<file path="config.mk">
export PLATFORM = sky130hd
export DESIGN_NAME = mul_partial
export DESIGN_NICKNAME = d
export VERILOG_FILES = /design/src/source/exec_pkg.sv /design/src/source/mul_partial.sv
export SDC_FILE = /design/constraint.sdc
export NUM_CORES = 2
export LEC_CHECK = 0
export ABC_AREA = 1
export BUFFER_PORTS_ARGS = -buffer_cell sky130_fd_sc_hd__buf_2
export CAP_MARGIN = 5
export CORE_UTILIZATION = 67
export DETAILED_ROUTE_END_ITERATION = 7
export GPL_TIMING_DRIVEN = 0
export PLACE_DENSITY = 0.95
export SLEW_MARGIN = 0
export SYNTH_ARGS = -nofsm -noshare
export SYNTH_HDL_FRONTEND = slang
export SYNTH_SLANG_ARGS = --single-unit
</file>
<file path="constraint.sdc">
create_clock -name vclk -period 8.5
set_input_delay 0.425 -clock vclk [all_inputs]
set_output_delay 0.425 -clock vclk [all_outputs]
set_load 0.05 [all_outputs]
</file>
<file path="src/source/exec_pkg.sv">
package exec_pkg;

    localparam int XLEN = 32;                   // Data word width

    typedef logic [XLEN-1:0]   word_t;
    typedef logic [2*XLEN-1:0] dword_t;         // Multiplier addend or product
    typedef logic [4:0]        reg_addr_t;
    typedef logic [3:0]        alu_op_t;

    // ALU operation codes
    localparam alu_op_t ALU_ADD  = 4'd0;
    localparam alu_op_t ALU_SUB  = 4'd1;
    localparam alu_op_t ALU_SLT  = 4'd2;
    localparam alu_op_t ALU_SLTU = 4'd3;
    localparam alu_op_t ALU_AND  = 4'd4;
    localparam alu_op_t ALU_OR   = 4'd5;
    localparam alu_op_t ALU_XOR  = 4'd6;
    localparam alu_op_t ALU_NOR  = 4'd7;
    localparam alu_op_t ALU_SLL  = 4'd8;
    localparam alu_op_t ALU_SRL  = 4'd9;
    localparam alu_op_t ALU_SRA  = 4'd10;
    localparam alu_op_t ALU_LUI  = 4'd11;       // Second operand passes through

    typedef logic src1_sel_t;
    localparam src1_sel_t SRC1_REG = 1'b0;
    localparam src1_sel_t SRC1_PC  = 1'b1;

    typedef logic src2_sel_t;
    localparam src2_sel_t SRC2_REG = 1'b0;
    localparam src2_sel_t SRC2_IMM = 1'b1;

    // One-hot lane B write-back select
    typedef logic [2:0] wb_sel_t;
    localparam wb_sel_t WB_SEL_ALU    = 3'b001;
    localparam wb_sel_t WB_SEL_MUL_LO = 3'b010; // Product bits 31..0
    localparam wb_sel_t WB_SEL_MUL_HI = 3'b100; // Product bits 63..32

    localparam reg_addr_t ZERO_REG = 5'd0;      // Never forwarded

endpackage

</file>
<file path="src/source/mul_partial.sv">
`timescale 1ns/1ns

module mul_partial (
    input  exec_pkg::word_t  mul_x,
    input  exec_pkg::word_t  mul_y,
    input  logic             mul_signed,
    output exec_pkg::dword_t addend_lo,
    output exec_pkg::dword_t addend_hi
);

    exec_pkg::dword_t x_ext;
    exec_pkg::dword_t y_ext;
    exec_pkg::dword_t y_lo;
    exec_pkg::dword_t y_hi;
    logic             x_fill;
    logic             y_fill;

    assign x_fill = mul_signed & mul_x[exec_pkg::XLEN-1];
    assign y_fill = mul_signed & mul_y[exec_pkg::XLEN-1];

    assign x_ext = {{exec_pkg::XLEN{x_fill}}, mul_x};
    assign y_ext = {{exec_pkg::XLEN{y_fill}}, mul_y};

    // Split y at bit 16 with the low part always unsigned
    assign y_lo = {48'd0, y_ext[15:0]};
    assign y_hi = {16'd0, y_ext[63:16]};

    // Both products wrap modulo 2^64 so their sum is the exact product
    assign addend_lo = x_ext * y_lo;
    assign addend_hi = (x_ext * y_hi) << 16;

endmodule

</file>
# Word level (Yosys, flattened, before mapping)
# Cells that the tools add are included.
dict set report classes {
  n_div 0
  n_mul 2
  eq_ne 0
  n_mux 0
  addsub 0
  shifts 0
  n_bitwise 2
  order_cmp 0
  reduce_logical 0
}
# op n
set op_table {}
lappend op_table {{$mul 33x17->50} 1}
lappend op_table {{$mul 33x49->48} 1}
lappend op_table {{$and 1x1->1} 2}
dict set report totals {
  mem_bits_rw 0
  inputBits 65
  elab_cells 4
  out_inout_bits 128
  romBits 0
  memories 0
  latch_bits 0
  regBits 0
}

# Depth between registers and ports, before layout
dict set report depth {
  depth_word 2
  ltp_mapped 34
  depth_no_buf 33
}

# Worst setup path before layout
# OpenSTA, ideal clock, no wires.
dict set report synth_timing {
  path_type {in2out}
  start {input port mul_y[31]}
  end {output port addend_hi[61]}
  path_buffers 2
  arrival_time_ps 7982
  path_slack_ps 93
  stages 26
  cell_sequence {buf_2 > nand2_2 > inv_2 > clkbuf_1 > nand2_1 > fa_1 > fa_1 > inv_1 > fa_1 > inv_1 > fa_1 > inv_1 > fa_1 > fa_1 > fa_1 > inv_1 > fa_1 > inv_1 > ha_1 > nand2_1 > nor2_1 > nand2_1 > nor3_1 > nand3_1 > nand3_1 > xor2_1}
}
dict set report synth_via {
  elab_chain_len 2
}
# element line
set synth_rtl {}
lappend synth_rtl {{start: declaration} mul_partial.sv:5} ;# input exec_pkg::word_t mul_y,
lappend synth_rtl {{$and 1x1->1} mul_partial.sv:19} ;# assign y_fill = mul_signed & mul_y[exec_pkg::XLEN-1];
lappend synth_rtl {{$mul 33x49->48 *} mul_partial.sv:30} ;# assign addend_hi = (x_ext * y_hi) << 16;
lappend synth_rtl {{end: declaration} mul_partial.sv:8} ;# output exec_pkg::dword_t addend_hi
# Every way passes the cells marked *; elsewhere a longest branch is shown, timed or not.

# Worst setup path in the final report
dict set report layout_timing {
  start {input port mul_x[7]}
  end {output port addend_hi[63]}
}
dict set report layout_via {
  elab_chain_len 1
}
# element line
set layout_rtl {}
lappend layout_rtl {{start: declaration} mul_partial.sv:4} ;# input exec_pkg::word_t mul_x,
lappend layout_rtl {{$mul 33x49->48} mul_partial.sv:30}
# Every way passes these cells.

==> summary.md <==
| Metric | Value |
|---|---|
| Max Fclk | 118 MHz |
| Worst-margin pin slew | 1190 ps |
| Count of final setup violators | 0 |
| Crit path DAT | 8030 ps |
| CP endpoint kind | output port |
| # DRC | 0 |
| Wire per inst | 21.6 µm |
| CP startpoint kind | input pin |
| CP Data Required Time | 8080 ps |
| Ports | 193 |
| Sequential cell count | 0 |
| RSZ-0062 raised after global routing | yes |
| Slowest stage cell, crit path | fa_2 |
| Final Hold Vio Count | 0 |
| IO buf count | 113 |
| Register Area | 0 µm² |
| Initial core utilization | 68.3% |
| Crit-path max cell delay | 680 ps |
| Crit path max fanout | 10 |
| Tcrit/Tclk final | 99.5% |
| Slew headroom | 20.5% |
| GP Congestion | 1.05 |
| First-pass GRT wire length | 219 mm |
| Total number of vias | 37600 |
| Core Rows | 92 |
| Die H | 256 µm |
| Fin crit period | 8460 ps |
| Largest net degree at the start of global routing | 26 |
| Design Area, Final | 0.0455 mm² |
| Synth Cell Area | 0.0434 mm² |
| Layout area overhead | 4.93% |
| Number of global-route vias before repair | 39600 |
| Share of cells above drive strength 1 | 5.25% |
| Post-synthesis sequential area ratio | 0% |
| Post-route insts no fill | 6604 |
| Cell Area, Placed | 0.0451 mm² |
| DIE AREA | 0.0658 mm² |
| Final core occ | 71.6% |
| Post-route ant nets | 0 |
| Hold Path Class | in2out |
| DRT iter0 DRCs | 4221 |
| Max cap viols | 0 |
| Syn Area/Cell | 7.73 µm² |
| Placed Instances | 6588 |
| Cells after synthesis | 5614 |
| Core region area | 0.0635 mm² |
| CLK BUF | 0 |
| Overflow after GRT | 0 |
| Tot GR Track Use | 44.5% |
| Die Width | 256 µm |
| # fillers | 5031 |
| Pre-antenna DRT Iters | 6 |
| Synth cell types | 41 |
| DP Wirelength | 123 mm |
| Routed WL | 143 mm |
| Final Max Tran Viols | 0 |
| Final Net Count | 7252 |
| WS Path Type | in2out |
| Worst Hold Path Cells | 4 |
| Vias/cell | 5.69 |
| Yosys warns | 0 |
| Initial antenna violation count | 10 |
| Status | finished clean |
-- synth_stat cells, drive strengths merged --
library cell | n | area, µm²
nor4 | 4 | 37.5
nor3 | 23 | 120
a21boi | 6 | 60.1
and3 | 3 | 18.8
a21o | 14 | 105
o211ai | 3 | 32.5
and2 | 1 | 6.26
nor2 | 201 | 780
a21oi | 119 | 603
conb | 1 | 3.75
clkbuf | 258 | 968
o21bai | 16 | 120
xnor2 | 25 | 219
nand3 | 85 | 435
buf | 33 | 240
a31oi | 10 | 62.6
clkinv | 1 | 3.75
o21ai | 76 | 399
o21a | 4 | 30.0
nand3b | 4 | 30.0
ha | 299 | 3740
xor2 | 50 | 438
or2 | 6 | 37.5
fa | 1132 | 22700
inv | 1795 | 6740
nand4 | 16 | 100
nand2 | 1427 | 5370
nand2b | 2 | 12.5
-- metrics by stage --
step	setup WS, ps	hold slack [ps]	TNS [ps]
CTS	0.184	1390	0
global placement	-1620	1360	-20580
global route	-76.2	1430	-257
finish	40.3	1410	0
detailed placement	-1780	1390	-23570
floorplan	93.1	1230	0
-- layout by cell type (no fill, tap or decap), types with 5 or more instances in the layout --
cell type and count:
o21ai_2 5, a21o_1 14, inv_2 12, nor2_1 185
nand2_1 1416, nand2_2 10, conb_1 16, nor3_1 17
or2_2 6, nor2_2 14, ha_2 5, xnor2_1 25
ha_1 289, o21bai_1 16, clkbuf_1 204, xor2_1 50
buf_2 111, nand3_1 82, o21ai_0 52, clkbuf_2 41
fa_1 1125, fa_2 7, ha_4 5, a21oi_1 115
inv_1 1778, a31oi_1 10, buf_4 50, o21ai_1 19
nand4_1 16, clkbuf_4 6
-- worst max-delay path: cells and delay by family --
kind                     cells  cell delay [ps]
adder cells (fa/ha/maj)      9             4710
AND/OR/NAND/NOR              9             1250
buffers and inverters       11             1620
-- routing by layer --
metal	GRT usage, %	vias to the layer above	share of wire (%)
li1	-	15800	-
met1	57.6	18500	36
met2	68.1	2613	44
met3	14.4	618	14
met4	21.0	12	6.0
met5	0	-	0.11
-- final timing paths --
path / start / end / slack (ps)
max: mul_x[7] / addend_hi[63] / 40
min: mul_x[0] / addend_hi[16] / 1410
-- final cells by class --
cell class / instances / area, µm² / area share (%)
plain buffers: 290 / 1320 / 2.89
inverters: 1796 / 6760 / 14.9
repair buffers: 126 / 683 / 1.50
well taps: 846 / 1060 / 2.33
diodes: 4 / 10.0 / 0.0220
multi-input cells: 3542 / 35700 / 78.4
-- what timing repair did --
item,in CTS,in global routing
hold buffers,0,0
endpoints found under the setup margin,24,36
gates resized for setup,48,150
buffers inserted,7,6
pin swaps,5,10
-- cell families after synthesis --
family	after synthesis	share of synthesized area, %
buffers and inverters	2087	18.3
adders and majority gates	1431	60.9
AOI/OAI and AO/OA	248	3.26
and+or+nand+nor	1772	16.0
other	1	0.00864
xor gates and xnor gates	75	1.51
