[src/source/exec_pkg.sv]
package exec_pkg;

    localparam int XLEN = 32;                   // Data word width

    typedef logic [XLEN-1:0]   word_t;
    typedef logic [2*XLEN-1:0] dword_t;         // Multiplier addend or product
    typedef logic [4:0]        reg_addr_t;
    typedef logic [3:0]        alu_op_t;

    // ALU operation codes
    localparam alu_op_t ALU_ADD  = 4'd0;
    localparam alu_op_t ALU_SUB  = 4'd1;
    localparam alu_op_t ALU_SLT  = 4'd2;
    localparam alu_op_t ALU_SLTU = 4'd3;
    localparam alu_op_t ALU_AND  = 4'd4;
    localparam alu_op_t ALU_OR   = 4'd5;
    localparam alu_op_t ALU_XOR  = 4'd6;
    localparam alu_op_t ALU_NOR  = 4'd7;
    localparam alu_op_t ALU_SLL  = 4'd8;
    localparam alu_op_t ALU_SRL  = 4'd9;
    localparam alu_op_t ALU_SRA  = 4'd10;
    localparam alu_op_t ALU_LUI  = 4'd11;       // Second operand passes through

    typedef logic src1_sel_t;
    localparam src1_sel_t SRC1_REG = 1'b0;
    localparam src1_sel_t SRC1_PC  = 1'b1;

    typedef logic src2_sel_t;
    localparam src2_sel_t SRC2_REG = 1'b0;
    localparam src2_sel_t SRC2_IMM = 1'b1;

    // One-hot lane B write-back select
    typedef logic [2:0] wb_sel_t;
    localparam wb_sel_t WB_SEL_ALU    = 3'b001;
    localparam wb_sel_t WB_SEL_MUL_LO = 3'b010; // Product bits 31..0
    localparam wb_sel_t WB_SEL_MUL_HI = 3'b100; // Product bits 63..32

    localparam reg_addr_t ZERO_REG = 5'd0;      // Never forwarded

endpackage

[src/source/operand_forward.sv]
`timescale 1ns/1ns

module operand_forward (
    input  exec_pkg::word_t     ex_rdata,
    input  exec_pkg::reg_addr_t ex_raddr,
    input  logic                mem_we_a,
    input  logic                mem_we_b,
    input  exec_pkg::reg_addr_t mem_waddr_a,
    input  exec_pkg::reg_addr_t mem_waddr_b,
    input  exec_pkg::word_t     mem_wdata_a,
    input  exec_pkg::word_t     mem_wdata_b,
    input  logic                wb_we_a,
    input  logic                wb_we_b,
    input  exec_pkg::reg_addr_t wb_waddr_a,
    input  exec_pkg::reg_addr_t wb_waddr_b,
    input  exec_pkg::word_t     wb_wdata_a,
    input  exec_pkg::word_t     wb_wdata_b,
    output exec_pkg::word_t     fwd_rdata
);

    logic not_zero;
    logic hit_mem_a, hit_mem_b, hit_wb_a, hit_wb_b;

    assign not_zero  = (ex_raddr != exec_pkg::ZERO_REG);
    assign hit_mem_a = not_zero & mem_we_a & (mem_waddr_a == ex_raddr);
    assign hit_mem_b = not_zero & mem_we_b & (mem_waddr_b == ex_raddr);
    assign hit_wb_a  = not_zero & wb_we_a  & (wb_waddr_a  == ex_raddr);
    assign hit_wb_b  = not_zero & wb_we_b  & (wb_waddr_b  == ex_raddr);

    // MEM beats WB and lane B beats lane A
    always_comb begin
        if (hit_mem_b)      fwd_rdata = mem_wdata_b;
        else if (hit_mem_a) fwd_rdata = mem_wdata_a;
        else if (hit_wb_b)  fwd_rdata = wb_wdata_b;
        else if (hit_wb_a)  fwd_rdata = wb_wdata_a;
        else                fwd_rdata = ex_rdata;   // Register file value
    end

endmodule

[config.mk]
export PLATFORM = sky130hd
export DESIGN_NAME = operand_forward
export DESIGN_NICKNAME = d
export VERILOG_FILES = /design/src/source/exec_pkg.sv /design/src/source/operand_forward.sv
export SDC_FILE = /design/constraint.sdc
export NUM_CORES = 1
export LEC_CHECK = 0
export BUFFER_PORTS_ARGS = -buffer_cell sky130_fd_sc_hd__buf_2
export CORE_AREA = 2 2 86 88
export DETAILED_ROUTE_END_ITERATION = 12
export DIE_AREA = 0 0 88 90
export PLACE_DENSITY_LB_ADDON = 0.3
export SLEW_MARGIN = 20
export SYNTH_ARGS = -nofsm -noshare
export SYNTH_HDL_FRONTEND = slang
export SYNTH_SLANG_ARGS = --single-unit
export TNS_END_PERCENT = 50
[constraint.sdc]
create_clock -name vclk -period 3.4
set_clock_uncertainty 0.05 [all_clocks]
set_input_delay 0 -clock vclk [all_inputs]
set_output_delay 0 -clock vclk [all_outputs]
set_load 0.005 [all_outputs]
## After elaboration in Yosys (flattened, before gate mapping)

Cells that the tools add are included.

| cells by class | value |
|---|---|
| equality and inequality tests | 4 |
| multiplexer cells | 4 |
| bitwise gates (word level) | 8 |
| reduce and logical (&&, ||, !) cells | 1 |

Operators by type and width:

| operator | count |
|---|---|
| $mux 32 | 4 |
| $eq 5x5->1 | 4 |
| $and 1x1->1 | 8 |
| $reduce_bool 5->1 | 1 |

| storage, ports and cells | value |
|---|---|
| output and inout port bits | 32 |
| input bits | 189 |
| word-level logic and storage cells | 17 |
| flip-flop bits (word level) | 0 |

## Depth between registers and ports, before layout

Gate-level depths: netlist of run 1.

| depth | value |
|---|---|
| depth after elaboration | 7 |
| gate-level depth with buffers | 8 |

## Worst setup path after synthesis of run 1

No wires, ideal clock.

| path | value |
|---|---|
| path type | input -> output |
| start point | input port ex_raddr[1] |
| end point | output port fwd_rdata[10] |
| path slack | 1.957 ns |
| stages on the path | 8 |
| arrival | 1.393 ns |
| required time | 3.350 ns |
| path through | buf_6 xnor2_4 nand2_1 or3_1 buf_6 buf_6 a221oi_2 o211ai_1 |

| on the way | value |
|---|---|
| cells in the longest elaborated chain, start to end | 7 |
| elaborated cells on any way between the ends | 17 |

Ends and longest elaborated chain:

| item | RTL line | source |
|---|---|---|
| from (decl) | operand_forward.sv:5 | `input exec_pkg::reg_addr_t ex_raddr,` |
| $reduce_bool 5->1 | operand_forward.sv:24 | `assign not_zero = (ex_raddr != exec_pkg::ZERO_REG);` |
| $and 1x1->1 (2 in series) | operand_forward.sv:27 | `assign hit_wb_a = not_zero & wb_we_a & (wb_waddr_a == ex_raddr);` |
| $mux 32 | operand_forward.sv:35 | `else if (hit_wb_a) fwd_rdata = wb_wdata_a;` |
| $mux 32 | operand_forward.sv:34 | `else if (hit_wb_b) fwd_rdata = wb_wdata_b;` |
| $mux 32 | operand_forward.sv:33 | `else if (hit_mem_a) fwd_rdata = mem_wdata_a;` |
| $mux 32 * | operand_forward.sv:32 | `if (hit_mem_b) fwd_rdata = mem_wdata_b;` |
| to (decl) | operand_forward.sv:18 | `output exec_pkg::word_t fwd_rdata` |

Mark *: on every way between the ends. The rest lies on a longest branch, timed or not.

## Worst setup path after layout of run 1

| path | value |
|---|---|
| start point | input port ex_raddr[1] |
| end point | output port fwd_rdata[23] |

The elaborated chain is that of the path after synthesis.

==> results of run 1 <==
[logic make-up (layout without fill, tap and decap cells)]
group,after synthesis,in the layout
buf+inv,44,235
simple gates,113,113
xor+xnor,20,20
compound gates,97,97
[path summary, 6_finish.rpt]
| kind | to | slack (ns) | depth (start not counted) |
|---|---|---|---|
| worst min-delay path | fwd_rdata[30] | 0.24 | 4 |
| worst max-delay path | fwd_rdata[23] | 0.74 | 8 |
[layer usage]
metal / track usage (%) / vias to the layer above / routed length (µm)
met5: 0 / - / 0
met4: 0.641 / 0 / 15
met3: 2.39 / 2 / 703
met2: 39.8 / 161 / 4670
met1: 28.2 / 1396 / 3980
li1: - / 1477 / -
[power breakdown]
part | total (µW) | internal (µW) | switching (µW) | leakage, µW
logic | 345 | 189 | 157 | 0.00143
registers | 0 | 0 | 0 | 0
clock network | 0 | 0 | 0 | 0
[final cells by class]
type | count | area share (%)
inverters | 2 | 0.244
multi-input cells | 230 | 56.9
well taps | 99 | 4.02
repair buffers | 233 | 38.8
[synth_stat cells]
cell / count / area share, %
clkbuf_1: 18 / 3.4
nand2_1: 36 / 6.9
nor4_1: 1 / 0.32
o211ai_1: 64 / 25
a211oi_1: 1 / 0.38
and2_4: 1 / 0.45
nor3_1: 2 / 0.51
inv_1: 2 / 0.38
buf_6: 5 / 2.9
and3_1: 32 / 10
or3_1: 3 / 0.96
buf_2: 18 / 4.6
a221oi_1: 2 / 0.89
buf_4: 1 / 0.38
nand3_1: 32 / 8.2
a221oi_2: 30 / 23
nor4_2: 1 / 0.64
xor2_1: 5 / 2.2
nand4_1: 3 / 0.96
xnor2_1: 14 / 6.3
and2_1: 1 / 0.32
xnor2_4: 1 / 1.4
nor2_1: 1 / 0.19
[tightest hold or removal path, cell delays in order]
cell,delay (ns)
buf_2,0.07
nand2_1,0.04
o211ai_1,0.06
buf_2,0.11
[stage by stage]
step / power (µW) / instances
finish: 345 / 564
floorplan: 169 / 274
CTS: 346 / 564
detailed placement: 344 / 564
global placement: 341 / 564
global route: 377 / 564
==> results_dict.tcl, run 1 <==
set metrics [dict create \
    run_status "finished clean" \
    io_buffers 221 \
    worst_slew_pin_slew_ns 0.710 \
    synthDistinctLibCells 23 \
    die_h_um 90 \
    ios 221 \
    synthAdderAreaFrac_pct 0 \
    drive_above_1_share_pct 58.7 \
    syn_avg_cell_area_um2 7.15 \
    critPathLaunch "ex_raddr[1]" \
    cp_slowest_cell "or3_2" \
    post_drt_wl_per_cell_um 16.6 \
    crit_family "simple AND/OR/NAND/NOR gates" \
    path_buf_inv 3 \
    n_clock_buffer 0 \
    cp.arrival_ns 2.61 \
    drc 0 \
    grt-ovfl-total 0 \
    synth_top_family_by_area "compound AO/OA/AOI/OAI gates" \
    worst_hold_slack_ns 0.237 \
    path_class "in -> out" \
    ant_nets 0 \
    fillers 736 \
    final_util_pct 43.9 \
    syn_to_final_growth_pct 57.3 \
    drt_iter0_drc 101 \
    antenna_found_initial 0 \
    hp-start "mem_wdata_b[30]" \
    pre_cts_ws_ns 0.739 \
    vias 3036 \
    multi_input_area_um2 1750 \
    fin_nets 656 \
    synth-compound-area-share_pct 48.8 \
    cp.required_ns 3.35 \
    hold_path.class "in -> out" \
    postCtsSetupBuffers 0 \
    cp_max_fo 33 \
    final_common_cell "buf_2" \
    fp.dieW_um 88 \
    dpl.hpwl_mm 7.58 \
    rows 31 \
    critical_path.startpoint_type "primary input" \
    gp_congestion 0.834 \
    drt-total-wl_mm 9.37 \
    slew-limit-headroom_pct 52.7 \
    cp_cell_sequence "buf_2 -> xnor2_4 -> nand2_1 -> or3_2 -> buf_4 -> a221oi_2 -> o211ai_1 -> buf_2" \
    p_per_area_nw_per_um2 112 \
    worst_slack_ns 0.744 \
    initial_utilization_pct 27.9 \
    crit_path_end_kind "output pin" \
    finalCritPeriodShare_pct 78.1 \
    most-common-layout-cells "buf_2 (221), o211ai_1 (64), nand2_1 (35)" \
    coreArea_um2 7020 \
    fin_crit_ns 2.66 \
    setup_tns_ns 0 \
    crit_top_cell "buf_2" \
    synth_warnings 0 \
    hold_viol 0 \
    first_pass_iters 4 \
    rsz0062_at_grt "false" \
    setup_viol 0 \
    synth_mux_area_share_pct 0 \
    ir_worst_vdd_mv 0.0740 \
    yosysSeqAreaShare_pct 0 \
    postSynthNetCount 463 \
    grt_pass1_vias 2895 \
    grt_max_degree 42 \
    fmaxAchievable_mhz 377 \
    dieArea_um2 7920 \
    vias_per_cell 5.38 \
    grt_first_pass_wirelength_mm 14.1 \
    cts-hold-fix-buffers 0 \
    synth-simple-area-share_pct 29.6 \
    n_antenna_cell 0 \
    yosys.area_share.xor_xnor_pct 9.90 \
    max_cap_viol_count 0 \
    seq_cells 0 \
    synthCells 274 \
    seqCellArea_um2 0 \
    slowest_delay_ns 0.81 \
    synth_area_um2 1960 \
    placed_cell_area_um2 3080 \
    slew_viol_final 0 \
    total_leakage_power_uw 0.00143 \
    post_cts_resized 0 \
    grt_util_all_layers_pct 21.7 \
    final_cell_area_um2 3080 \
]
(Power assumes the default switching activity.)
==> run 2: changes to the inputs <==
--- a/config.mk
+++ b/config.mk
@@ -6,9 +6,9 @@
 export NUM_CORES = 1
 export LEC_CHECK = 0
 export BUFFER_PORTS_ARGS = -buffer_cell sky130_fd_sc_hd__buf_2
-export CORE_AREA = 2 2 86 88
+export CORE_AREA = 2 2 87 89
 export DETAILED_ROUTE_END_ITERATION = 12
-export DIE_AREA = 0 0 88 90
+export DIE_AREA = 0 0 89 91
 export PLACE_DENSITY_LB_ADDON = 0.3
 export SLEW_MARGIN = 20
 export SYNTH_ARGS = -nofsm -noshare
==> constraint.sdc (replaced) <==
create_clock -name vclk -period 2.5
set_clock_uncertainty 0.05 [all_clocks]
set_input_delay 0 -clock vclk [all_inputs]
set_output_delay 0 -clock vclk [all_outputs]
set_load 0.005 [all_outputs]
==> run 2 against run 1 <==
Net effect: non-clock buffer count up 2; hold slack about the same; combinational power rose by 38%; power up 37%; core utilization hardly changed; first-iteration DRC count grew 40%; sequential share of layout area is the same; via count grew 0.69%; cell area is 1.6% higher; routed wire length rose by 3.6%; flip-flop and latch count unchanged; critical path depth stayed put; critical path type unchanged; critical endpoint is now fwd_rdata[7].
==> results_dict.tcl, run 2 (synthesis results as in run 1) <==
set metrics [dict create \
    grt_max_degree 65 \
    n_clock_buffer 0 \
    vias_per_cell 5.40 \
    switching_power_uw 213 \
    dpl.hpwl_mm 7.62 \
    seqCellArea_um2 0 \
    ios 221 \
    combPwrFrac_pct 100.0 \
    switching_share_pct 44.9 \
    cp_cell_sequence "buf_2 -> nor4_2 -> and2_4 -> or3_2 -> buf_4 -> o211ai_1 -> o211ai_1 -> buf_2" \
    die_h_um 91 \
    crit_path_end_kind "output pin" \
    cp_max_fo 64 \
    postCtsSetupBuffers 0 \
    vias 3057 \
    cp_slowest_cell "buf_4" \
    post_cts_resized 0 \
    drt-total-wl_mm 9.71 \
    grt_first_pass_wirelength_mm 13.8 \
    clock_power_share_pct 0 \
    drc 0 \
    critical_path.startpoint_type "primary input" \
    total_leakage_power_uw 0.00145 \
    gp_congestion 0.911 \
    antenna_found_initial 0 \
    fmaxAchievable_mhz 499 \
    n_antenna_cell 0 \
    max_cap_viol_count 0 \
    finalCritPeriodShare_pct 80.1 \
    dpl.cell_count 566 \
    p_per_area_nw_per_um2 152 \
    slowest_delay_ns 0.49 \
    drt_iter0_drc 141 \
    run_status "finished clean" \
    post_drt_wl_per_cell_um 17.1 \
    setup_tns_ns 0 \
    internal-power_uw 262 \
    drive_above_1_share_pct 58.7 \
    crit_family "buffers and inverters" \
    grt-ovfl-total 0 \
    fin_crit_ns 2.00 \
    path_buf_inv 3 \
    fp.dieW_um 89 \
    ant_nets 0 \
    grt_pass1_vias 2856 \
    initial_utilization_pct 27.5 \
    syn_to_final_growth_pct 59.8 \
    grt_util_all_layers_pct 21.3 \
    seq_cells 0 \
    multi_input_area_um2 1750 \
    most-common-layout-cells "buf_2 (221), o211ai_1 (64), nand2_1 (36)" \
    dieArea_um2 8100 \
    cts-hold-fix-buffers 0 \
    fin_nets 658 \
    rows 31 \
    cp.required_ns 2.45 \
    cp.arrival_ns 1.95 \
    fillers 815 \
    p_seq_share_pct 0 \
    rsz0062_at_grt "false" \
    io_buffers 221 \
    setup_viol 0 \
    slew-limit-headroom_pct 57.8 \
    hold_viol 0 \
    fin_cells 566 \
    worst_slew_pin_slew_ns 0.633 \
    ir_worst_vdd_mv 0.110 \
    slew_viol_final 0 \
    path_class "in -> out" \
    final_common_cell "buf_2" \
    coreArea_um2 7140 \
    first_pass_iters 4 \
    hold_path.class "in -> out" \
]
## run 2: layout make-up
type,count,area share (%)
multi-input combinational,230,55.9
timing repair buffer,235,39.9
tap,99,3.96
inverter,2,0.240
## run 2: stage by stage
stage | total power (µW) | setup WS [ns] | utilization, % | instance area [µm²] | hold WS (ns)
floorplan | 230 | 1.06 | - | 1960 | 0.0620
global placement | 471 | 0.539 | 43.9 | 3130 | 0.236
detailed placement | 475 | 0.483 | 43.9 | 3130 | 0.238
CTS | 477 | 0.482 | 43.9 | 3130 | 0.241
global route | 518 | 0.304 | 43.9 | 3130 | 0.259
finish | 475 | 0.497 | 43.9 | 3130 | 0.237
## run 2: path summary, 6_finish.rpt
kind                       startpoint             to  slack [ns]  cells past startpoint
worst max-delay path      ex_raddr[1]   fwd_rdata[7]        0.50                      8
worst min-delay path  mem_wdata_b[28]  fwd_rdata[28]        0.24                      4
## run 2: per-layer routing
layer	global-route usage [%]	vias up	wire, µm
met5	0	-	0
met4	2.74	0	112
met3	1.91	8	860
met2	38.1	150	4770
met1	27.9	1421	3960
li1	-	1478	-
## run 2: power by group through the flow
stage               Combinational [µW]  Sequential (µW)  Clock (µW)
CTS                                477                0           0
global route                       518                0           0
detailed placement                 475                0           0
floorplan                          230                0           0
finish                             475                0           0
global placement                   471                0           0
