--- config.mk ---
export PLATFORM = sky130hd
export DESIGN_NAME = wb_select
export DESIGN_NICKNAME = d
export VERILOG_FILES = /design/src/source/exec_pkg.sv /design/src/source/wb_select.sv
export SDC_FILE = /design/constraint.sdc
export NUM_CORES = 1
export LEC_CHECK = 0
export BUFFER_PORTS_ARGS = -buffer_cell sky130_fd_sc_hd__buf_2
export CORE_MARGIN = 1
export CORE_UTILIZATION = 54
export DETAILED_ROUTE_END_ITERATION = 10
export PLACE_DENSITY = 0.93
export REMOVE_ABC_BUFFERS = 1
export SYNTH_ARGS = -nofsm -noshare
export SYNTH_HDL_FRONTEND = slang
export SYNTH_SLANG_ARGS = --single-unit
export TNS_END_PERCENT = 30
--- constraint.sdc ---
create_clock -name vclk -period 6.4
set_clock_uncertainty 0.1 [all_clocks]
set_input_delay 0.32 -clock vclk [all_inputs]
set_output_delay 0.32 -clock vclk [all_outputs]
set_load 0.005 [all_outputs]
--- src/source/exec_pkg.sv ---
package exec_pkg;

    localparam int XLEN = 32;                   // Data word width

    typedef logic [XLEN-1:0]   word_t;
    typedef logic [2*XLEN-1:0] dword_t;         // Multiplier addend or product
    typedef logic [4:0]        reg_addr_t;
    typedef logic [3:0]        alu_op_t;

    // ALU operation codes
    localparam alu_op_t ALU_ADD  = 4'd0;
    localparam alu_op_t ALU_SUB  = 4'd1;
    localparam alu_op_t ALU_SLT  = 4'd2;
    localparam alu_op_t ALU_SLTU = 4'd3;
    localparam alu_op_t ALU_AND  = 4'd4;
    localparam alu_op_t ALU_OR   = 4'd5;
    localparam alu_op_t ALU_XOR  = 4'd6;
    localparam alu_op_t ALU_NOR  = 4'd7;
    localparam alu_op_t ALU_SLL  = 4'd8;
    localparam alu_op_t ALU_SRL  = 4'd9;
    localparam alu_op_t ALU_SRA  = 4'd10;
    localparam alu_op_t ALU_LUI  = 4'd11;       // Second operand passes through

    typedef logic src1_sel_t;
    localparam src1_sel_t SRC1_REG = 1'b0;
    localparam src1_sel_t SRC1_PC  = 1'b1;

    typedef logic src2_sel_t;
    localparam src2_sel_t SRC2_REG = 1'b0;
    localparam src2_sel_t SRC2_IMM = 1'b1;

    // One-hot lane B write-back select
    typedef logic [2:0] wb_sel_t;
    localparam wb_sel_t WB_SEL_ALU    = 3'b001;
    localparam wb_sel_t WB_SEL_MUL_LO = 3'b010; // Product bits 31..0
    localparam wb_sel_t WB_SEL_MUL_HI = 3'b100; // Product bits 63..32

    localparam reg_addr_t ZERO_REG = 5'd0;      // Never forwarded

endpackage

--- src/source/wb_select.sv ---
`timescale 1ns/1ns

module wb_select (
    input  exec_pkg::word_t  alu_result,
    input  exec_pkg::dword_t addend_lo,
    input  exec_pkg::dword_t addend_hi,
    input  exec_pkg::wb_sel_t wb_sel,
    output exec_pkg::word_t  wdata
);

    exec_pkg::dword_t product;

    assign product = addend_lo + addend_hi;    // Second multiply stage

    // AND-OR mux on the one-hot select
    assign wdata = ({exec_pkg::XLEN{wb_sel[0]}} & alu_result)
                 | ({exec_pkg::XLEN{wb_sel[1]}} & product[exec_pkg::XLEN-1:0])
                 | ({exec_pkg::XLEN{wb_sel[2]}} & product[2*exec_pkg::XLEN-1:exec_pkg::XLEN]);

endmodule

* Word level (Yosys, flattened, before mapping)
Index checks and enable logic that the tools add are counted.
Cells by class: add/subtract/negate cells 1, bitwise operators 5
Operator list (count):
- $and 32x32->32 | 3
- $add 64x64->64 | 1
- $or 32x32->32 | 2
Storage, ports and cells: register bits 0, input port bits 163, output and inout bits 32, logic and storage cells 6

* Logic depth before layout (Yosys ltp)
Gate-level depths: netlist of the first run.
depth in word-level cells 4, depth in mapped cells 13, depth with buffers taken out 13

* Worst setup path after synthesis of the first run
No wires, ideal clock.
path type input port to output port, start point in addend_lo[0], end point out wdata[24], arrival 3.068 ns, required time 5.980 ns, slack 2.912 ns, cell stages on the path 13, path buffers 0, path through ha_1 inv_1 fa_1 and2b_4 o2111ai_2 a211oi_1 or3_1 a31o_2 a311o_1 a211oi_4 nor4_2 or4_1 nand3_1
On the way: cells in the longest elaborated chain, start to end 4, elaborated cells on any way between the ends 5, classes of those cells 1 x add/sub; 4 x bitwise
Ends and longest elaborated chain:
- start: declaration | RTL line wb_select.sv:5 | input exec_pkg::dword_t addend_lo,
- $add 64x64->64 (*) | RTL line wb_select.sv:13 | assign product = addend_lo + addend_hi;
- $and 32x32->32 | RTL line wb_select.sv:17 | | ({exec_pkg::XLEN{wb_sel[1]}} & product[exec_pkg::XLEN-1:0])
- $or 32x32->32 | RTL line wb_select.sv:17
- $or 32x32->32 (*) | RTL line wb_select.sv:18 | | ({exec_pkg::XLEN{wb_sel[2]}} & product[2*exec_pkg::XLEN-1:exec_pkg::XLEN]);
- end: declaration | RTL line wb_select.sv:8 | output exec_pkg::word_t wdata
Every way passes the cells marked *; elsewhere a longest branch is shown, timed or not.

* Worst setup path after layout of the first run
start point in addend_lo[19], end point out wdata[18]
On the way: cells in the longest elaborated chain, start to end 3
Ends and longest elaborated chain (RTL line):
- $add 64x64->64 | wb_select.sv:13
- $and 32x32->32 | wb_select.sv:18
- $or 32x32->32 | wb_select.sv:18
No other way between the ends.

==> reports/results.tsv, run 1 <==
metric	value	unit
rsz0062_at_grt	no	
final_nets	1062	
gp_congestion	1.04	
pre_cts_slack	2440	ps
cap_violations	0	
grt_max_degree	33	
crit_arrival	3600	ps
end_kind	primary output	
path_delay_family	compound AO/OA/AOI/OAI gates	
dpl.hpwl	13300	um
io_buffers	195	
coreArea	7850	um2
drv_slew	0	
finalWirelength	16200	um
grt_pass1_vias	5248	
worst-path-buf-inv	2	
firstDrtPassIters	7	
grt-ovfl-total	0	
slew_headroom	45.0	%
period_needed	4020	ps
grt_first_pass_wirelength	24900	um
rows	32	
syn_inst	676	
synth_cell_types	64	
ff_latch_area	0	um2
ctsResizeCount	0	
setup_viol	0	
fin_crit_sh	62.8	%
min_to	wdata[1]	
path_class	input port to primary output	
hold_path_class	input port to primary output	
yosysWarningCount	0	
drc_errors	0	
die-area	8590	um2
antenna_found_initial	0	
outcome	finished clean	
area.growth.synth_to_final	21.3	%
peakVddDrop	0.0540	mV
start_util	56.6	%
nClkBuffers	0	
syn-cell-area	4440	um2
tightest_slew	824	ps
grt_util_all_layers	35.6	%
cp_cell_sequence	buf_2 -> ha_1 -> a21o_1 -> a21oi_1 -> a21bo_2 -> a221oi_1 -> nand2_1 -> a41o_1 -> a21oi_1 -> o21bai_1 -> xnor2_1 -> o21ai_0 -> buf_2	
die_y	92.7	um
viasPerCell	6.48	
drt_iter0_markers	619	
vias	6063	
hold_viol_final	0	
whs	829	ps
cp_max_fo	8	
ioPinCount	195	
fmax	249	MHz
slowest_delay	430	ps
min_from	alu_result[1]	
startpoint_type	input port	
ys_seq_area_share	0	%
required	5980	ps
drive_gt1_share	25.1	%
antenna_left	0	
die_w	92.7	um
antennaDiodeCount	0	
tns	0	ps
hold_path_depth	4	
power_density	110	nW/um2
seq_cell_count	0	
syn-mean-instance-area	6.57	um2
cpMaxStageDelayCell	a21oi_1	
p_leak	0.00264	uW
wire_per_inst	17.3	um
post-cts-setup-buffers	0	
fin_ws	2380	ps
hold_buffers	0	
-- worst max path at each step --
stage / start / endpoint / slack, ps / depth (start not counted)
after floorplan: addend_lo[0] / wdata[24] / 2910 / 13
after global placement: addend_lo[0] / wdata[24] / 2500 / 15
after detailed placement: addend_lo[0] / wdata[24] / 2440 / 15
after CTS: addend_lo[0] / wdata[24] / 2450 / 15
after global routing: addend_lo[19] / wdata[18] / 2240 / 13
final: addend_lo[19] / wdata[18] / 2380 / 13
-- per-stage QoR --
| stage | instance area (um2) | util, % | power [uW] | std cells |
|---|---|---|---|---|
| after floorplan | 4280 | - | 378 | 638 |
| after global placement | 5390 | 68.7 | 570 | 935 |
| after detailed placement | 5390 | 68.7 | 572 | 935 |
| after CTS | 5390 | 68.7 | 576 | 935 |
| after global routing | 5390 | 68.7 | 639 | 935 |
| final | 5390 | 68.7 | 593 | 935 |
-- area by class of cell --
cell class	count	area (um2)
fillers	737	2460
multi-input cells	603	4150
well taps	102	128
inverters	35	131
repair buffers	195	976
-- power by group --
group / internal (uW) / leakage (uW) / total, uW / switching, uW
sequential: 0 / 0 / 0 / 0
clock: 0 / 0 / 0 / 0
combinational: 252 / 0.00264 / 593 / 341
-- per-layer routing --
metal | track usage (%) | routed length (um) | up-vias
met5 | 0 | 0 | -
met4 | 10.6 | 599 | 0
met3 | 5.42 | 1870 | 60
met2 | 59.3 | 7060 | 468
met1 | 47.0 | 6630 | 2641
li1 | - | - | 2894
-- cells in the mapped netlist, types with 4 or more instances --
| library cell | count | share of area, % |
|---|---|---|
| a211oi_1 | 5 | 0.84 |
| a21o_1 | 29 | 4.9 |
| a21oi_1 | 76 | 8.6 |
| a221oi_1 | 6 | 1.2 |
| a222oi_1 | 13 | 2.9 |
| a22oi_1 | 13 | 2.2 |
| a31oi_1 | 8 | 1.1 |
| and2_1 | 5 | 0.70 |
| and3_1 | 10 | 1.4 |
| clkbuf_1 | 35 | 3.0 |
| ha_1 | 63 | 18 |
| inv_1 | 35 | 3.0 |
| nand2_1 | 68 | 5.7 |
| nand3_1 | 25 | 2.8 |
| nand4_1 | 21 | 3.0 |
| nor2_1 | 39 | 3.3 |
| nor2b_1 | 7 | 0.99 |
| nor3_1 | 14 | 1.6 |
| o211ai_1 | 8 | 1.4 |
| o21a_1 | 6 | 1.0 |
| o21ai_0 | 49 | 5.5 |
| o21ai_1 | 9 | 1.0 |
| o21bai_1 | 14 | 2.4 |
| o221ai_1 | 5 | 0.99 |
| o31ai_1 | 4 | 0.68 |
| xnor2_1 | 37 | 7.3 |
| xor2_1 | 17 | 3.4 |
-- logic make-up after synthesis --
group | count (synthesis) | synth area share (%)
AO/OA/AOI/OAI | 274 | 41.2
XOR/XNOR | 54 | 10.6
adder cells (fa/ha/maj) | 64 | 18.2
buffers and inverters | 73 | 6.53
multiplexers | 3 | 0.732
AND/OR/NAND/NOR | 208 | 22.7
-- placed cells by master, fill, tap and decap left out, types with 10 or more instances in the layout --
cell type  instances
a21o_1            29
nor3_1            14
nand4_1           21
inv_1             35
xnor2_1           37
buf_2            195
xor2_1            17
and3_1            10
o21ai_0           49
a222oi_1          13
a22oi_1           13
nand3_1           25
nand2_1           68
nor2_1            39
o21bai_1          14
ha_1              63
a21oi_1           76
Power figures use the tool's default switching activity.
==> run 2: changes to the inputs <==
- ABC_AREA: unset -> 1
- CORE_UTILIZATION: 54 -> 50
- PLACE_DENSITY: 0.93 -> 0.84
- clock period: 6.4 -> 3.5 ns (I/O delays scaled with it)
==> reports/results.tsv, run 2 <==
metric	value	unit	change
crit_arrival	2250	ps	-1350 ps
outcome	finished clean		
rsz0062_at_grt	no		
p_sw	817	uW	+140%
hold_viol_final	0		unchanged
whs	541	ps	-288 ps
power_density	164	nW/um2	+49%
antenna_left	0		unchanged
area.growth.synth_to_final	17.5	%	
hold_path_class	input port to primary output		
startpoint_type	input port		
peakVddDrop	0.0883	mV	+64%
start_util	51.6	%	-5.0 points
coreArea	12700	um2	+62%
power.share.clock	0	%	unchanged
vias	9068		+50%
antenna_found_initial	0		unchanged
fin_crit_sh	72.1	%	
grt_max_degree	33		unchanged
syn_inst	1458		+120%
ys_seq_area_share	0	%	unchanged
fill_cells	1456		+98%
p_seq_share	0	%	unchanged
wire_per_inst	13.9	um	-20%
synth_area_leaders	nand2_1 (39%), inv_1 (20%), ha_1 (12%)		
die_y	117	um	+26%
syn-cell-area	6570	um2	+48%
tns	0	ps	unchanged
final_common_cell	nand2_1		
combPwrFrac	100.0	%	about the same
drt_iter0_markers	793		+28%
p_leak	0.00541	uW	+100%
synth.top_cells.by_count	nand2_1 (676), inv_1 (352), nor2_1 (106)		
ioPinCount	195		unchanged
ff_latch_area	0	um2	unchanged
instances_no_fill	1816		+94%
dpl.hpwl	22400	um	+68%
grt_first_pass_wirelength	38700	um	+55%
path_class	input port to primary output		
seq_cell_count	0		unchanged
cp_max_fo	4		-4
viasPerCell	4.99		-23%
rows	41		+28%
period_needed	2520	ps	
firstDrtPassIters	6		-1
syn-mean-instance-area	4.51	um2	-31%
total_power	1260	uW	+110%
grt-ovfl-total	0		unchanged
post-cts-setup-buffers	0		unchanged
synth_top_cell_area_share	38.6	%	+21 points
grt_pass1_vias	7915		+51%
gp_congestion	1.04		-0.17%
grt_util_all_layers	37.0	%	+1.4 points
synth_most_common_cell	nand2_1		
switching_share	64.7	%	+7.2 points
placedCellCount	1816		+94%
fmax	396	MHz	
final_core_util	60.7	%	-8.0 points
antennaDiodeCount	0		unchanged
slew_headroom	56.0	%	+11 points
die-area	13600	um2	+58%
final_cell_mix	nand2_1 (676), inv_1 (352), buf_2 (195), nor2_1 (106), nand3_1 (87)		
drv_slew	0		unchanged
cap_violations	0		unchanged
required	3220	ps	-2760 ps
drc_errors	0		unchanged
io_buffers	195		unchanged
synth.largest_area_cell	nand2_1		
synth_cell_types	32		-50%
final_nets	1873		+76%
nClkBuffers	0		unchanged
die_w	117	um	+26%
p_int	446	uW	+77%
finalWirelength	25300	um	+56%
hold_buffers	0		unchanged
yosysWarningCount	0		unchanged
end_kind	primary output		
ctsResizeCount	0		unchanged
setup_viol	0		unchanged
drive_gt1_share	14.8	%	-10 points
tightest_slew	660	ps	-164 ps
## run 2: worst paths after layout
check | startpoint | end | depth (start not counted)
max | addend_lo[0] | wdata[0] | 17
min | alu_result[8] | wdata[8] | 4
## run 2: layout make-up
cell class                      instances  area [um2]  area share (%)
Inverter                              354        1330            17.2
Tap cell                              172         215            2.79
Multi-Input combinational cell       1095        5200            67.4
Timing Repair Buffer                  195         976            12.6
## run 2: stage by stage
step	setup WS [ps]	cell area [um2]
4_1_cts	995	7720
2_1_floorplan	1560	6530
6_report	976	7720
5_1_grt	730	7720
3_3_place_gp	1030	7720
3_5_place_dp	996	7720
## run 2: worst max-delay path, stage by stage
cell	delay (ps)
buf_2	80
ha_1	170
inv_1	60
fa_1	380
inv_1	80
nand3_1	150
nand2_1	190
nand2_1	70
nand2_1	140
nand2_1	70
nand2_1	110
nand2_1	60
nand2b_1	170
nand2_1	80
nand2_1	60
o21bai_1	70
buf_2	130
## run 2: routing by layer
| layer | global-route usage (%) | wire length, um | vias to the layer above |
|---|---|---|---|
| met5 | 0 | 0 | - |
| met4 | 6.58 | 460 | 0 |
| met3 | 4.46 | 2180 | 32 |
| met2 | 62.2 | 11300 | 357 |
| met1 | 50.7 | 11300 | 3979 |
| li1 | - | - | 4700 |
## run 2: kinds of logic (layout without fill, tap and decap cells)
group,count (synthesis),count (layout),synth area share [%]
AO/OA/AOI/OAI,86,86,7.10
XOR/XNOR,1,1,0.133
adder cells (fa/ha/maj),64,64,12.3
buffers and inverters,363,549,20.8
AND/OR/NAND/NOR,944,944,59.6
## run 2: power groups by stage
| stage | registers (uW) | logic [uW] | clock network, uW |
|---|---|---|---|
| after global placement | 0 | 1220 | 0 |
| after detailed placement | 0 | 1230 | 0 |
| after floorplan | 0 | 798 | 0 |
| after global routing | 0 | 1410 | 0 |
| after CTS | 0 | 1240 | 0 |
| final | 0 | 1260 | 0 |
==> run 3: changes to the inputs <==
- ABC_AREA: 1 -> 0
- CORE_UTILIZATION: 50 -> 51
- PLACE_DENSITY: 0.84 -> 0.88
- clock period: 3.5 -> 2.6 ns (I/O delays scaled with it)
==> reports/results.tsv, run 3 <==
metric	value	unit	change
start_util	53.3	%	+1.6 points
gp_congestion	1.11		+6.8%
synth.top_cells.by_count	a21oi_1 (76), nand2_1 (68), ha_1 (63)		
syn-mean-instance-area	6.57	um2	+46%
worst_path_end_type	primary output		
synth.largest_area_cell	ha_1		
dpl.hpwl	15700	um	-30%
grt-ovfl-total	107		
firstError	[ERROR GRT-0232] Routing congestion too high. Check the congestion heatmap in the GUI.		
io_buffers	195		unchanged
rows	33		-20%
ioPinCount	195		unchanged
synth_top_cell_area_share	17.7	%	-21 points
die_w	95.3	um	-18%
ys_seq_area_share	0	%	unchanged
yosysWarningCount	0		unchanged
grt_max_degree	33		
hold_buffers	0		unchanged
grt_util_all_layers	80.2	%	
lastStage	global routing (5_1_grt)		
synth_area_leaders	ha_1 (18%), a21oi_1 (8.6%), xnor2_1 (7.3%)		
placed_area	6680	um2	-13%
syn-cell-area	4440	um2	-32%
outcome	stopped before the end		
grt_worst_setup_endpoint	wdata[24]		
synth_cell_types	64		+100%
synth_most_common_cell	a21oi_1		
syn_inst	676		-54%
die_y	95.3	um	-18%
placedCellCount	1110		-39%
-- run 3: changes by cell type after synthesis, moves of 14 or more --
cell | previous run | this run
nand2_1 | 676 | 68
a21o_1 | 1 | 29
nand4_1 | 7 | 21
xor2_1 | 1 | 17
a21oi_1 | 53 | 76
inv_1 | 352 | 35
o21ai_0 | 18 | 49
xnor2_1 | 0 | 37
nand3_1 | 87 | 25
clkbuf_1 | 4 | 35
nand2_2 | 15 | 0
nor2_1 | 106 | 39
-- run 3: cell families after synthesis --
| logic type | Yosys count | share of synthesized area (%) |
|---|---|---|
| AO/OA/AOI/OAI | 274 | 41.2 |
| AND/OR/NAND/NOR | 208 | 22.7 |
| buffers and inverters | 73 | 6.53 |
| adder cells (fa/ha/maj) | 64 | 18.2 |
| XOR/XNOR | 54 | 10.6 |
| multiplexers | 3 | 0.732 |
-- run 3: repair_timing --
action | CTS
setup buffers | 6
gates resized for setup | 58
endpoints found under the setup margin | 32
pin swaps | 30
-- run 3: per-layer routing --
layer / GRT usage (%) / GRT overflow
met5: 14.9 / 0
met4: 94.4 / 52
met3: 65.2 / 2
met2: 96.9 / 52
met1: 75.6 / 1
-- run 3: metrics by stage --
| step | hold slack (ps) | TNS, ps | util (%) | worst slack, ps |
|---|---|---|---|---|
| CTS | 470 | -12520 | 84.1 | -800 |
| global placement | 446 | -14830 | 80.1 | -815 |
| detailed placement | 467 | -17100 | 80.1 | -944 |
| floorplan | 257 | -3030 | - | -508 |
==> run 4: changes to the inputs <==
- CORE_UTILIZATION: 51 -> 39
- PLACE_DENSITY: 0.88 -> unset
- PLACE_DENSITY_LB_ADDON: unset -> 0.15
==> reports/results.tsv, run 4 (synthesis gave the netlist of run 1 again) <==
metric	value	unit	change
wire_per_inst	17.2	um	
drt_iter0_markers	656		
hold_buffers	0		unchanged
total_power	2040	uW	
die_w	109	um	+14%
fin_crit_sh	131	%	
io_buffers	195		unchanged
nClkBuffers	0		
coreArea	11000	um2	
final_nets	1270		
antenna_left	0		
end_kind	primary output		
peakVddDrop	0.181	mV	
crit_arrival	3170	ps	
setup_viol	32		
multiInputGateArea	4590	um2	
seq_cell_count	0		
start_util	40.5	%	-13 points
path_class	input port to primary output		
firstDrtPassIters	8		
final_cell_mix	buf_4 (205), buf_2 (191), nand2_1 (66), a21oi_1 (62), ha_1 (51)		
whs	446	ps	
hold_viol_final	0		
ff_latch_area	0	um2	
fill_cells	998		
die-area	11800	um2	
viasPerCell	5.72		
grt-ovfl-total	0		
vias	6760		
outcome	finished, violations left		
grt_util_all_layers	32.6	%	
dpl.hpwl	16900	um	+7.6%
power_density	273	nW/um2	
ioPinCount	195		unchanged
antenna_found_initial	0		
finalWirelength	20300	um	
p_leak	0.00376	uW	
antennaDiodeCount	0		
drc_errors	0		
hold_path_class	input port to primary output		
fmax	294	MHz	
final_common_cell	buf_4		
period_needed	3400	ps	
slew_headroom	55.1	%	
critPathLaunch	addend_lo[0]		
grt_pass1_vias	6231		
grt_first_pass_wirelength	30400	um	
fin_ws	-796	ps	
rsz0062_at_grt	yes		
gp_congestion	1.03		-7.1%
cp_max_fo	3		
drive_gt1_share	46.0	%	
rows	38		+15%
die_y	109	um	+14%
cap_violations	0		
area.growth.synth_to_final	68.2	%	
violations	setup timing		
tightest_slew	673	ps	
crit_end	wdata[24]		
required	2370	ps	
grt_max_degree	33		
drv_slew	0		
startpoint_type	input port		
==> run 4: how the worst min path moves through the flow <==
| stage | start | to | cells after the start | slack [ps] |
|---|---|---|---|---|
| after floorplan | wb_sel[0] | wdata[1] | 2 | 260 |
| after global placement | alu_result[1] | wdata[1] | 4 | 450 |
| after detailed placement | alu_result[1] | wdata[1] | 4 | 440 |
| after CTS | alu_result[1] | wdata[1] | 4 | 450 |
| after global routing | alu_result[1] | wdata[1] | 4 | 470 |
| final | alu_result[1] | wdata[1] | 4 | 450 |
==> run 4: final cells by class <==
class | instances | share of cell area (%)
Inverter | 35 | 1.76
Multi-Input combinational cell | 603 | 61.4
Tap cell | 140 | 2.34
Timing Repair Buffer | 403 | 34.5
==> run 4: what timing repair did <==
item | 4_1_cts | 5_1_grt
buffers inserted | 7 | 7
endpoints found under the setup margin | 32 | 32
resized for setup | 74 | 22
pin swaps | 29 | 19
==> run 4: power by group <==
part / total, uW / internal (uW) / switching (uW) / leakage (uW)
registers: 0 / 0 / 0 / 0
clock network: 0 / 0 / 0 / 0
logic: 2040 / 1010 / 1030 / 0.00376
==> run 4: routing by layer <==
layer | global-route usage [%] | routed length [um] | share of wire [%]
met1 | 43.8 | 8790 | 43
met2 | 57.1 | 9520 | 47
met3 | 1.97 | 1590 | 7.8
met4 | 6.95 | 395 | 1.9
met5 | 0 | 0 | 0
==> run 4: through the flow <==
stage	TNS, ps	instances	util, %	instance area, um2	setup slack (ps)
after floorplan	-3030	638	-	4280	-508
after global placement	-19250	1168	62.8	6900	-952
after detailed placement	-20050	1168	62.8	6900	-948
after CTS	-14690	1175	66.8	7330	-791
after global routing	-19680	1181	68.0	7470	-866
final	-15740	1181	68.0	7470	-796
==> run 4: critical path: stages <==
cell	delay, ps
buf_8	100
ha_4	150
inv_2	50
fa_2	190
and2b_4	200
o2111ai_4	240
a211oi_2	120
or3_1	350
a31o_4	240
a311o_1	310
a211oi_4	300
nor4_2	70
or4_1	520
nand3_2	80
buf_2	110
